[src/hw/rv5_pkg.sv]
package rv5_pkg;

	// ALU operations
	typedef enum logic [3:0] {
		alu_add,
		alu_sub,
		alu_and,
		alu_or,
		alu_xor,
		alu_sll,
		alu_srl,
		alu_slt,
		alu_pass_b
	} alu_op_e;

	// Data bus commands
	typedef enum logic [1:0] {
		bus_none,
		bus_load,
		bus_store
	} bus_cmd_e;

	// Writeback source
	typedef enum logic [1:0] {
		wb_none,
		wb_alu,
		wb_mem
	} wb_sel_e;

	// Major opcodes of the supported subset
	localparam logic [6:0] op_lui   = 7'b0110111;
	localparam logic [6:0] op_imm   = 7'b0010011;
	localparam logic [6:0] op_reg   = 7'b0110011;
	localparam logic [6:0] op_load  = 7'b0000011;
	localparam logic [6:0] op_store = 7'b0100011;

	// addi x0, x0, 0
	localparam logic [31:0] noop_inst = 32'h0000_0013;
	localparam logic [4:0]  zero_reg  = 5'd0;

	typedef struct packed {
		logic [31:0] pc;
		logic [31:0] inst;
		logic        vld;
	} if_id_t;

	typedef struct packed {
		logic [31:0] alu_opa;
		logic [31:0] alu_opb;
		alu_op_e     alu_func;
		logic [31:0] mem_din;
		bus_cmd_e    mem_cmd;
		wb_sel_e     wb_sel;
		logic [4:0]  rd;
		logic        vld;
	} id_ex_t;

	typedef struct packed {
		logic [31:0] alu_res;
		logic [31:0] mem_din;
		bus_cmd_e    mem_cmd;
		wb_sel_e     wb_sel;
		logic [4:0]  rd;
		logic        vld;
	} ex_mem_t;

	typedef struct packed {
		logic [31:0] wb_data;
		logic [4:0]  rd;
		logic        vld;
	} mem_wb_t;

	// Bubble values loaded into the stage registers on reset
	localparam if_id_t if_id_reset = '{
		pc:   32'h0,
		inst: noop_inst,
		vld:  1'b0
	};

	localparam id_ex_t id_ex_reset = '{
		alu_opa:  32'h0,
		alu_opb:  32'h0,
		alu_func: alu_add,
		mem_din:  32'h0,
		mem_cmd:  bus_none,
		wb_sel:   wb_none,
		rd:       zero_reg,
		vld:      1'b0
	};

	localparam ex_mem_t ex_mem_reset = '{
		alu_res: 32'h0,
		mem_din: 32'h0,
		mem_cmd: bus_none,
		wb_sel:  wb_none,
		rd:      zero_reg,
		vld:     1'b0
	};

	localparam mem_wb_t mem_wb_reset = '{
		wb_data: 32'h0,
		rd:      zero_reg,
		vld:     1'b0
	};

endpackage

[src/hw/pipe_reg.sv]
`timescale 1ns/100ps

module pipe_reg #(
	parameter type payload_t = logic,
	parameter payload_t reset_val = '0
) (
	input  logic     clk,
	input  logic     rst,
	input  payload_t d,
	output payload_t q
);

	// Advances every cycle, there is no stall
	always_ff @(posedge clk or posedge rst) begin
		if (rst) begin
			q <= reset_val;
		end else begin
			q <= d;
		end
	end

endmodule

[src/hw/if_stage.sv]
`timescale 1ns/100ps

module if_stage (
	input  rv5_pkg::if_id_t if_id,
	input  logic [31:0]     IM_inst,
	output logic [31:0]     IF_pc,
	output rv5_pkg::if_id_t if_out
);

	// Next sequential fetch, no branches in this core
	assign IF_pc = if_id.pc + 32'd4;

	// Instruction memory answers in the same cycle
	always_comb begin
		if_out.pc   = IF_pc;
		if_out.inst = IM_inst;
		// Reset holds the register, so anything fetched afterwards is real
		if_out.vld  = 1'b1;
	end

endmodule

[src/hw/id_stage.sv]
`timescale 1ns/100ps

module id_stage (
	input  rv5_pkg::if_id_t if_id,
	input  logic [31:0]     rs1_data,
	input  logic [31:0]     rs2_data,
	output logic [4:0]      rs1,
	output logic [4:0]      rs2,
	output rv5_pkg::id_ex_t id_out
);

	logic [6:0]  opcode;
	logic [2:0]  funct3;
	logic [6:0]  funct7;
	logic [4:0]  rd;
	logic [31:0] imm_i;
	logic [31:0] imm_s;
	logic [31:0] imm_u;
	logic        known;

	assign opcode = if_id.inst[6:0];
	assign rd     = if_id.inst[11:7];
	assign funct3 = if_id.inst[14:12];
	assign rs1    = if_id.inst[19:15];
	assign rs2    = if_id.inst[24:20];
	assign funct7 = if_id.inst[31:25];

	// Sign extended immediates
	assign imm_i = {{20{if_id.inst[31]}}, if_id.inst[31:20]};
	assign imm_s = {{20{if_id.inst[31]}}, if_id.inst[31:25], if_id.inst[11:7]};
	assign imm_u = {if_id.inst[31:12], 12'h000};

	always_comb begin
		id_out.alu_opa  = rs1_data;
		id_out.alu_opb  = rs2_data;
		id_out.alu_func = rv5_pkg::alu_add;
		id_out.mem_din  = rs2_data;
		id_out.mem_cmd  = rv5_pkg::bus_none;
		id_out.wb_sel   = rv5_pkg::wb_none;
		id_out.rd       = rd;
		known           = 1'b0;

		case (opcode)
			rv5_pkg::op_lui: begin
				id_out.alu_opb  = imm_u;
				id_out.alu_func = rv5_pkg::alu_pass_b;
				id_out.wb_sel   = rv5_pkg::wb_alu;
				known           = 1'b1;
			end
			rv5_pkg::op_imm: begin
				// Only addi is supported
				if (funct3 == 3'b000) begin
					id_out.alu_opb = imm_i;
					id_out.wb_sel  = rv5_pkg::wb_alu;
					known          = 1'b1;
				end
			end
			rv5_pkg::op_reg: begin
				id_out.wb_sel = rv5_pkg::wb_alu;
				known         = 1'b1;
				case ({funct7, funct3})
					10'b0000000_000: id_out.alu_func = rv5_pkg::alu_add;
					10'b0100000_000: id_out.alu_func = rv5_pkg::alu_sub;
					10'b0000000_111: id_out.alu_func = rv5_pkg::alu_and;
					10'b0000000_110: id_out.alu_func = rv5_pkg::alu_or;
					10'b0000000_100: id_out.alu_func = rv5_pkg::alu_xor;
					10'b0000000_001: id_out.alu_func = rv5_pkg::alu_sll;
					10'b0000000_101: id_out.alu_func = rv5_pkg::alu_srl;
					10'b0000000_010: id_out.alu_func = rv5_pkg::alu_slt;
					default:         known = 1'b0;
				endcase
			end
			rv5_pkg::op_load: begin
				// Word loads only, address is rs1 plus offset
				if (funct3 == 3'b010) begin
					id_out.alu_opb = imm_i;
					id_out.mem_cmd = rv5_pkg::bus_load;
					id_out.wb_sel  = rv5_pkg::wb_mem;
					known          = 1'b1;
				end
			end
			rv5_pkg::op_store: begin
				if (funct3 == 3'b010) begin
					id_out.alu_opb = imm_s;
					id_out.mem_cmd = rv5_pkg::bus_store;
					id_out.rd      = rv5_pkg::zero_reg;
					known          = 1'b1;
				end
			end
			default: known = 1'b0;
		endcase

		id_out.vld = if_id.vld && known;

		// Unknown opcodes travel on as bubbles
		if (!id_out.vld) begin
			id_out.mem_cmd = rv5_pkg::bus_none;
			id_out.wb_sel  = rv5_pkg::wb_none;
			id_out.rd      = rv5_pkg::zero_reg;
		end
	end

endmodule

[src/hw/ex_stage.sv]
`timescale 1ns/100ps

module ex_stage (
	input  rv5_pkg::id_ex_t  id_ex,
	output rv5_pkg::ex_mem_t ex_out
);

	logic [4:0] shamt;

	assign shamt = id_ex.alu_opb[4:0];

	always_comb begin
		case (id_ex.alu_func)
			rv5_pkg::alu_add:    ex_out.alu_res = id_ex.alu_opa + id_ex.alu_opb;
			rv5_pkg::alu_sub:    ex_out.alu_res = id_ex.alu_opa - id_ex.alu_opb;
			rv5_pkg::alu_and:    ex_out.alu_res = id_ex.alu_opa & id_ex.alu_opb;
			rv5_pkg::alu_or:     ex_out.alu_res = id_ex.alu_opa | id_ex.alu_opb;
			rv5_pkg::alu_xor:    ex_out.alu_res = id_ex.alu_opa ^ id_ex.alu_opb;
			rv5_pkg::alu_sll:    ex_out.alu_res = id_ex.alu_opa << shamt;
			rv5_pkg::alu_srl:    ex_out.alu_res = id_ex.alu_opa >> shamt;
			rv5_pkg::alu_slt: begin
				// Signed compare
				ex_out.alu_res = {31'h0, $signed(id_ex.alu_opa) < $signed(id_ex.alu_opb)};
			end
			rv5_pkg::alu_pass_b: ex_out.alu_res = id_ex.alu_opb;
			default:             ex_out.alu_res = 32'h0;
		endcase

		// Control fields pass through untouched
		ex_out.mem_din = id_ex.mem_din;
		ex_out.mem_cmd = id_ex.mem_cmd;
		ex_out.wb_sel  = id_ex.wb_sel;
		ex_out.rd      = id_ex.rd;
		ex_out.vld     = id_ex.vld;
	end

endmodule

[src/hw/mem_stage.sv]
`timescale 1ns/100ps

module mem_stage (
	input  rv5_pkg::ex_mem_t ex_mem,
	input  logic [31:0]      DM_mem_dout,
	output logic [31:0]      MEM_mem_addr,
	output rv5_pkg::bus_cmd_e MEM_mem_cmd,
	output logic [31:0]      MEM_mem_din,
	output rv5_pkg::mem_wb_t mem_out
);

	// Address always comes from the ALU
	assign MEM_mem_addr = ex_mem.alu_res;
	assign MEM_mem_din  = ex_mem.mem_din;
	assign MEM_mem_cmd  = ex_mem.vld ? ex_mem.mem_cmd : rv5_pkg::bus_none;

	always_comb begin
		if (ex_mem.wb_sel == rv5_pkg::wb_mem) begin
			mem_out.wb_data = DM_mem_dout;
		end else begin
			mem_out.wb_data = ex_mem.alu_res;
		end
		mem_out.rd  = ex_mem.rd;
		// Stores and bubbles write nothing back
		mem_out.vld = ex_mem.vld && (ex_mem.wb_sel != rv5_pkg::wb_none);
	end

endmodule

[src/hw/register_file.sv]
`timescale 1ns/100ps

module register_file (
	input  logic             clk,
	input  logic             rst,
	input  rv5_pkg::mem_wb_t wr,
	input  logic [4:0]       rs1,
	input  logic [4:0]       rs2,
	output logic [31:0]      rs1_data,
	output logic [31:0]      rs2_data
);

	logic [31:0] regs [32];
	logic        wr_en;

	assign wr_en = wr.vld && (wr.rd != rv5_pkg::zero_reg);

	always_ff @(posedge clk or posedge rst) begin
		if (rst) begin
			for (int i = 0; i < 32; i++) begin
				regs[i] <= 32'h0;
			end
		end else if (wr_en) begin
			regs[wr.rd] <= wr.wb_data;
		end
	end

	// x0 reads zero, a write in flight is seen by the reader
	always_comb begin
		if (rs1 == rv5_pkg::zero_reg) begin
			rs1_data = 32'h0;
		end else if (wr_en && (wr.rd == rs1)) begin
			rs1_data = wr.wb_data;
		end else begin
			rs1_data = regs[rs1];
		end

		if (rs2 == rv5_pkg::zero_reg) begin
			rs2_data = 32'h0;
		end else if (wr_en && (wr.rd == rs2)) begin
			rs2_data = wr.wb_data;
		end else begin
			rs2_data = regs[rs2];
		end
	end

endmodule

[src/hw/processor.sv]
`timescale 1ns/100ps

module processor #(
	parameter logic [31:0] boot_addr = 32'h0
) (
	input  logic              clk,
	input  logic              rst,

	// Instruction memory
	input  logic [31:0]       IM_inst,
	output logic [31:0]       IF_pc,

	// Data memory
	input  logic [31:0]       DM_mem_dout,
	output logic [31:0]       MEM_mem_addr,
	output rv5_pkg::bus_cmd_e MEM_mem_cmd,
	output logic [31:0]       MEM_mem_din
);

	// First fetch lands on boot_addr
	localparam rv5_pkg::if_id_t if_id_rst = '{
		pc:   boot_addr - 32'd4,
		inst: rv5_pkg::if_id_reset.inst,
		vld:  rv5_pkg::if_id_reset.vld
	};

	rv5_pkg::if_id_t  if_out;
	rv5_pkg::if_id_t  if_id;
	rv5_pkg::id_ex_t  id_out;
	rv5_pkg::id_ex_t  id_ex;
	rv5_pkg::ex_mem_t ex_out;
	rv5_pkg::ex_mem_t ex_mem;
	rv5_pkg::mem_wb_t mem_out;
	rv5_pkg::mem_wb_t mem_wb;

	logic [4:0]  rs1;
	logic [4:0]  rs2;
	logic [31:0] rs1_data;
	logic [31:0] rs2_data;

	if_stage if_stage_i (
		.if_id   (if_id),
		.IM_inst (IM_inst),
		.IF_pc   (IF_pc),
		.if_out  (if_out)
	);

	pipe_reg #(
		.payload_t (rv5_pkg::if_id_t),
		.reset_val (if_id_rst)
	) if_id_i (
		.clk (clk),
		.rst (rst),
		.d   (if_out),
		.q   (if_id)
	);

	id_stage id_stage_i (
		.if_id    (if_id),
		.rs1_data (rs1_data),
		.rs2_data (rs2_data),
		.rs1      (rs1),
		.rs2      (rs2),
		.id_out   (id_out)
	);

	pipe_reg #(
		.payload_t (rv5_pkg::id_ex_t),
		.reset_val (rv5_pkg::id_ex_reset)
	) id_ex_i (
		.clk (clk),
		.rst (rst),
		.d   (id_out),
		.q   (id_ex)
	);

	ex_stage ex_stage_i (
		.id_ex  (id_ex),
		.ex_out (ex_out)
	);

	pipe_reg #(
		.payload_t (rv5_pkg::ex_mem_t),
		.reset_val (rv5_pkg::ex_mem_reset)
	) ex_mem_i (
		.clk (clk),
		.rst (rst),
		.d   (ex_out),
		.q   (ex_mem)
	);

	mem_stage mem_stage_i (
		.ex_mem       (ex_mem),
		.DM_mem_dout  (DM_mem_dout),
		.MEM_mem_addr (MEM_mem_addr),
		.MEM_mem_cmd  (MEM_mem_cmd),
		.MEM_mem_din  (MEM_mem_din),
		.mem_out      (mem_out)
	);

	pipe_reg #(
		.payload_t (rv5_pkg::mem_wb_t),
		.reset_val (rv5_pkg::mem_wb_reset)
	) mem_wb_i (
		.clk (clk),
		.rst (rst),
		.d   (mem_out),
		.q   (mem_wb)
	);

	// Writeback happens here
	register_file register_file_i (
		.clk      (clk),
		.rst      (rst),
		.wr       (mem_wb),
		.rs1      (rs1),
		.rs2      (rs2),
		.rs1_data (rs1_data),
		.rs2_data (rs2_data)
	);

endmodule

[config.mk]
export PLATFORM = sky130hd
export DESIGN_NAME = processor
export DESIGN_NICKNAME = d
export VERILOG_FILES = /design/src/hw/rv5_pkg.sv /design/src/hw/pipe_reg.sv /design/src/hw/if_stage.sv /design/src/hw/id_stage.sv /design/src/hw/ex_stage.sv /design/src/hw/mem_stage.sv /design/src/hw/register_file.sv /design/src/hw/processor.sv
export SDC_FILE = /design/constraint.sdc
export NUM_CORES = 2
export LEC_CHECK = 0
export ABC_AREA = 1
export BUFFER_PORTS_ARGS = -buffer_cell sky130_fd_sc_hd__buf_2
export CAP_MARGIN = 10
export CORE_AREA = 2 2 309 433
export DETAILED_ROUTE_END_ITERATION = 10
export DIE_AREA = 0 0 311 435
export PLACE_DENSITY_LB_ADDON = 0.12
export SYNTH_ARGS = -nofsm -noshare
export SYNTH_HDL_FRONTEND = slang
export SYNTH_SLANG_ARGS = --single-unit
[constraint.sdc]
create_clock -name clk -period 46 [get_ports clk]
set_input_delay 6.9 -clock clk [delete_from_list [all_inputs] [get_ports clk]]
set_output_delay 6.9 -clock clk [all_outputs]
set_load 0.01 [all_outputs]
; Yosys cells after proc, flatten, opt, wreduce, memory -nomap -nowiden
; Index checks and enable logic that the tools add are counted.
[op_classes]
add_sub_neg = 3
magnitude_cmp = 5
n_eq_ne = 24
n_shift = 2
n_mux = 34
n_bitwise = 6
n_reduce_logical = 16
[op_table]
columns = op, n
row1 = $bwmux 1024, 1
row2 = $mux 32, 13
row3 = $bmux 32 s5, 2
row4 = $pmux 32 s9, 1
row5 = $demux 32 s5, 1
row6 = $pmux 32 s4, 1
row7 = $eq 10x3->1 const B, 4
row8 = $add 32x3->32 const B, 1
row9 = $add 32x32->32, 1
row10 = $and 32x32->32, 1
row11 = $lt 32x32->1, 1
row12 = $or 32x32->32, 1
row13 = $shl 32x5->32, 1
row14 = $shr 32x5->32, 1
row15 = $sub 32x32->32, 1
row16 = $xor 32x32->32, 1
row17 = $eq 7x6->1 const B, 3
row18 = $pmux 3 s7, 1
row19 = $ge 6x6->1 const B, 3
row20 = $not 5->6, 3
row21 = $eq 4x3->1 const B, 4
row22 = $eq 10x1->1 const B, 1
row23 = $eq 10x2->1 const B, 1
row24 = $eq 10x9->1 const B, 1
row25 = other kinds (27), 41
[totals]
reg_bits = 1311
in_bits = 66
out_inout_bits = 98
elab_cells = 142

; Depth between registers and ports, before layout
[logic_depth]
word_depth = 8
mapped_depth = 19
ltp_nobuf = 15

; Modules after synthesis
; Synthesis repeated with hierarchy kept, for this count alone.
[unflattened]
hier_cells = 12038
area_unflattened_um2 = 81523.2
[modules_own_cells]
columns = module, instances, cells_per_inst, area_each_um2, seq_area_each_um2
row1 = register_file, 1, 8874, 59678.5, 25624.6
row2 = ex_stage, 1, 2095, 10216.0, 0.0
row3 = pipe_reg (id_ex_i), 1, 111, 2756.4, 2752.6
row4 = id_stage, 1, 353, 1909.3, 0.0
row5 = pipe_reg (ex_mem_i), 1, 75, 1855.5, 1851.8
row6 = pipe_reg (if_id_i), 1, 66, 1671.6, 1667.8
row7 = if_stage, 1, 243, 1401.3, 0.0
row8 = mem_stage, 1, 182, 1079.8, 0.0
row9 = pipe_reg (mem_wb_i), 1, 39, 954.7, 950.9

; Worst setup path before layout
; OpenSTA, ideal clock, no wires.
[synth_path]
path_kind = register to output
startpoint = register if_id_i.q[35] in the netlist's numbering
endpoint = output port IF_pc[28]
arrival_time_ns = 1.960
required_ns = 39.100
setup_slack_ns = 37.140
path_stages_with_launch = 10
path_buffers = 0
cell_sequence = dfstp_2 -> ha_1 -> nand3_1 -> nor3_2 -> nand2_1 -> nor3_4 -> nand2_1 -> nor3_2 -> nand2_1 -> xnor2_1
[synth_via]
elab_chain_len = 1
[synth_rtl]
columns = element, line
row1 = "start, declared", pipe_reg.sv:10  ; output payload_t q
row2 = "start signal, assigned", pipe_reg.sv:16  ; q <= reset_val;
row3 = $add 32x3->32, if_stage.sv:11  ; assign IF_pc = if_id.pc + 32'd4;
row4 = "end, declared", processor.sv:11  ; output logic [31:0] IF_pc,
; Every way passes these cells.

; Worst setup path after layout
[layout_path]
startpoint = register if_id_i.q[35] in the netlist's numbering
endpoint = output port IF_pc[24]
; The elaborated chain is that of the path after synthesis.

==> flow_metrics.env <==
export IMPL_drive_gt1_share_pct=7.234
export IMPL_muxShareOfSynthArea_pct=0.6085
export IMPL_grt_busiest_layer="met2"
export IMPL_synthFlopType="dfrtp_1"
export IMPL_skew_ns=0.02552
export IMPL_intPower_uw=1975
export IMPL_syn_inst=10297
export IMPL_final_max_slew_viol_count=0
export IMPL_post_cts_buffers=0
export IMPL_crit_type="register to output pin"
export IMPL_dp_cells=11438
export IMPL_core_um2=131700
export IMPL_h_tree_depth=4
export IMPL_yosys_warnings=0
export IMPL_grt_use_met3_pct=12.50
export IMPL_period_share_pct=21.79
export IMPL_total_power_uw=3026
export IMPL_cts_resized=0
export IMPL_drt_total_wl_um=309900
export IMPL_timing_fmax_mhz=99.77
export IMPL_num_io_pins=164
export IMPL_cts_root_buf="clkbuf_16"
export IMPL_status="complete, no violations"
export IMPL_post_dp_hpwl_um=189000
export IMPL_hold_violations=0
export IMPL_cts_tree="yes"
export IMPL_seq_area_frac_synth_pct=43.34
export IMPL_io_buffer_count=161
export IMPL_n_fill_cell=12245
export IMPL_swShare_pct=34.72
export IMPL_final_common_cell="nand2_1"
export IMPL_start_util_pct=57.47
export IMPL_synth_seq_cells=1309
export IMPL_regArea_um2=32830
export IMPL_grt_antenna_before_repair=14
export IMPL_vias=75368
export IMPL_slowest_stage="dfstp_2"
export IMPL_tns_ns=0
export IMPL_irDropWorstVdd_mv=0.04027
export IMPL_cp_arrival_ns=3.12
export IMPL_critPathLaunchType="register"
export IMPL_num_nets_final=9985
export IMPL_gr_total_overflow=0
export IMPL_antenna_left=0
export IMPL_clk_pin_slew_ns=0.06
export IMPL_yosysUniqueCellTypes=60
export IMPL_final_util_pct=61.06
export IMPL_multi_input_area_um2=35730
export IMPL_die_x_um=311
export IMPL_via_per_inst=6.445
export IMPL_initialDrtViolationCount=10889
export IMPL_grt_usage_pct=45.12
export IMPL_synth_area_top_cells="dfrtp_1, o21ai_0, nand2_1"
export IMPL_synth_fa_ha_area_share_pct=1.673
export IMPL_synthSimpleGateAreaFrac_pct=20.70
export IMPL_dr_pass1_iters=7
export IMPL_p_leak_uw=0.03617
export IMPL_synth_compound_area_share_pct=23.55
export IMPL_p_comb_share_pct=20.2
export IMPL_drc=0
export IMPL_yosys_area_top_type="dfrtp_1"
export IMPL_cts_sinks=1309
export IMPL_die_area_um2=135300
export IMPL_grt_max_degree=184
export IMPL_areaGrowthSynthToFinish_pct=6.245
export IMPL_worst_pin_slew_ns=1.317
export IMPL_finalCriticalPeriod_ns=10.02
export IMPL_grt_use_met2_pct=69.29
export IMPL_grt_use_met1_pct=53.68
export IMPL_endpoint_kind="output pin"
export IMPL_syn_cell_area_um2=75670
export IMPL_num_rows=158
export IMPL_grt_pass1_vias=70041
export IMPL_final_cells=11694
export IMPL_synth_top_family_by_area="compound AO/OA/AOI/OAI gates"
export IMPL_setup_viol=0
export IMPL_required_ns=39.10
export IMPL_p_per_area_nw_per_um2=37.64
export IMPL_rsz0062_at_grt="no"
export IMPL_critPathMaxFanout=4
export IMPL_power_switching_uw=1051
export IMPL_gp_congestion=1.073
export IMPL_synth_top_area_share_pct=42.20
export IMPL_clockBufferDepth=3
export IMPL_wire_per_inst_um=26.50
export IMPL_most_common_layout_cells="nand2_1, o21ai_0, dfrtp_1"
export IMPL_cts_buffers=135
export IMPL_die_h_um=435
export IMPL_seqPwrFrac_pct=42.0
export IMPL_max_stage_delay_ns=0.55
export IMPL_insertion_delay_ns=0.83
export IMPL_max_slew_margin_pct=12.18
export IMPL_synthArstFlopShare_pct=100.0
export IMPL_hp_class="register to register"
export IMPL_p_clk_share_pct=37.8
export IMPL_cts_hold_buf=0
export IMPL_cap_violations=0
export IMPL_synth_edf_count=0
export IMPL_syn_area_per_cell_um2=7.349
export IMPL_grt_pass1_wl_um=455200
export IMPL_synth_xor_area_share_pct=0.4630
export IMPL_worstPathCellList="ha_1 > nand3_1 > nor3_2 > nand2_1 > nor3_4 > nand2_1 > nor3_2 > xor2_1 > buf_2"
metrics by stage:
stage	instance area, µm²	setup slack (ns)	hold WS [ns]
floorplan	75670	2.258	0.3312
detailed placement	75770	35.58	0.3347
CTS	80320	35.88	0.3473
finish	80390	35.98	0.3464
global route	80370	35.75	0.3554
global placement	75770	35.62	0.3322
critical path: cells and delay by family, from the launching register on:
family | cells | cell delay (ns)
buf+inv | 1 | 0.19
fa+ha+maj | 1 | 0.18
flops | 1 | 0.55
simple gates | 6 | 1.10
xor+xnor | 1 | 0.28
worst paths after layout:
kind                                from                      end  slack [ns]  cells past startpoint
setup / recovery           if_id_i.q[35]                IF_pc[24]       35.98                      9
hold / removal             id_ex_i.q[13]           ex_mem_i.q[13]        0.35                      0
setup reg to reg           if_id_i.q[21]            id_ex_i.q[66]       40.79                     13
hold reg to reg            id_ex_i.q[13]           ex_mem_i.q[13]        0.35                      0
max in group asynchronous            rst  register_file_i.regs[2]       36.41                      5
min in group asynchronous            rst           mem_wb_i.q[27]        6.22                      2
cells by family (layout without fill, tap and decap cells):
family,after synthesis,in the layout
buffers and inverters,1736,1363
other,2,12
and+or+nand+nor,3752,3752
AOI/OAI and AO/OA,3316,3316
adders and majority gates,100,100
DFF,1309,1309
muxes,42,42
xor gates and xnor gates,40,40
power groups by stage:
| stage | Sequential [µW] | Clock, µW | Combinational, µW |
|---|---|---|---|
| 6_report | 1270 | 1140 | 613 |
| 2_1_floorplan | 1240 | 0 | 407 |
| 3_5_place_dp | 1280 | 0 | 588 |
| 5_1_grt | 1270 | 1190 | 656 |
| 4_1_cts | 1260 | 1150 | 590 |
| 3_3_place_gp | 1290 | 0 | 585 |
flip-flops by register name, indices dropped and copies added (netlist names):
name	cells
ex_mem_i.q	74
id_ex_i.q	110
if_id_i.q	63
mem_wb_i.q	38
register_file_i.regs	1024
cells in the mapped netlist (96+ instances only):
| master | n |
|---|---|
| nor2_1 | 556 |
| dfrtp_1 | 1276 |
| a21oi_1 | 779 |
| inv_1 | 790 |
| clkbuf_1 | 445 |
| buf_4 | 96 |
| ha_1 | 98 |
| nand3_1 | 807 |
| o211ai_1 | 312 |
| o21ai_0 | 1980 |
| buf_2 | 302 |
| nand2_1 | 2199 |
cell type report:
cell class,instances,share of cell area [%]
antenna,9,0.02801
clock buffer,189,4.829
clock inverter,54,0.8249
inverter,818,3.857
multi-input combinational,7253,44.45
sequential,1309,40.83
tap,1760,2.739
timing repair buffer,302,2.445
per-layer routing:
layer / share of wire, % / vias to the layer above
met4: 9.1 / 6
met1: 35 / 35689
li1: - / 33460
met3: 11 / 1349
met2: 45 / 4864
met5: 0.023 / -
Power figures use the tool's default switching activity.
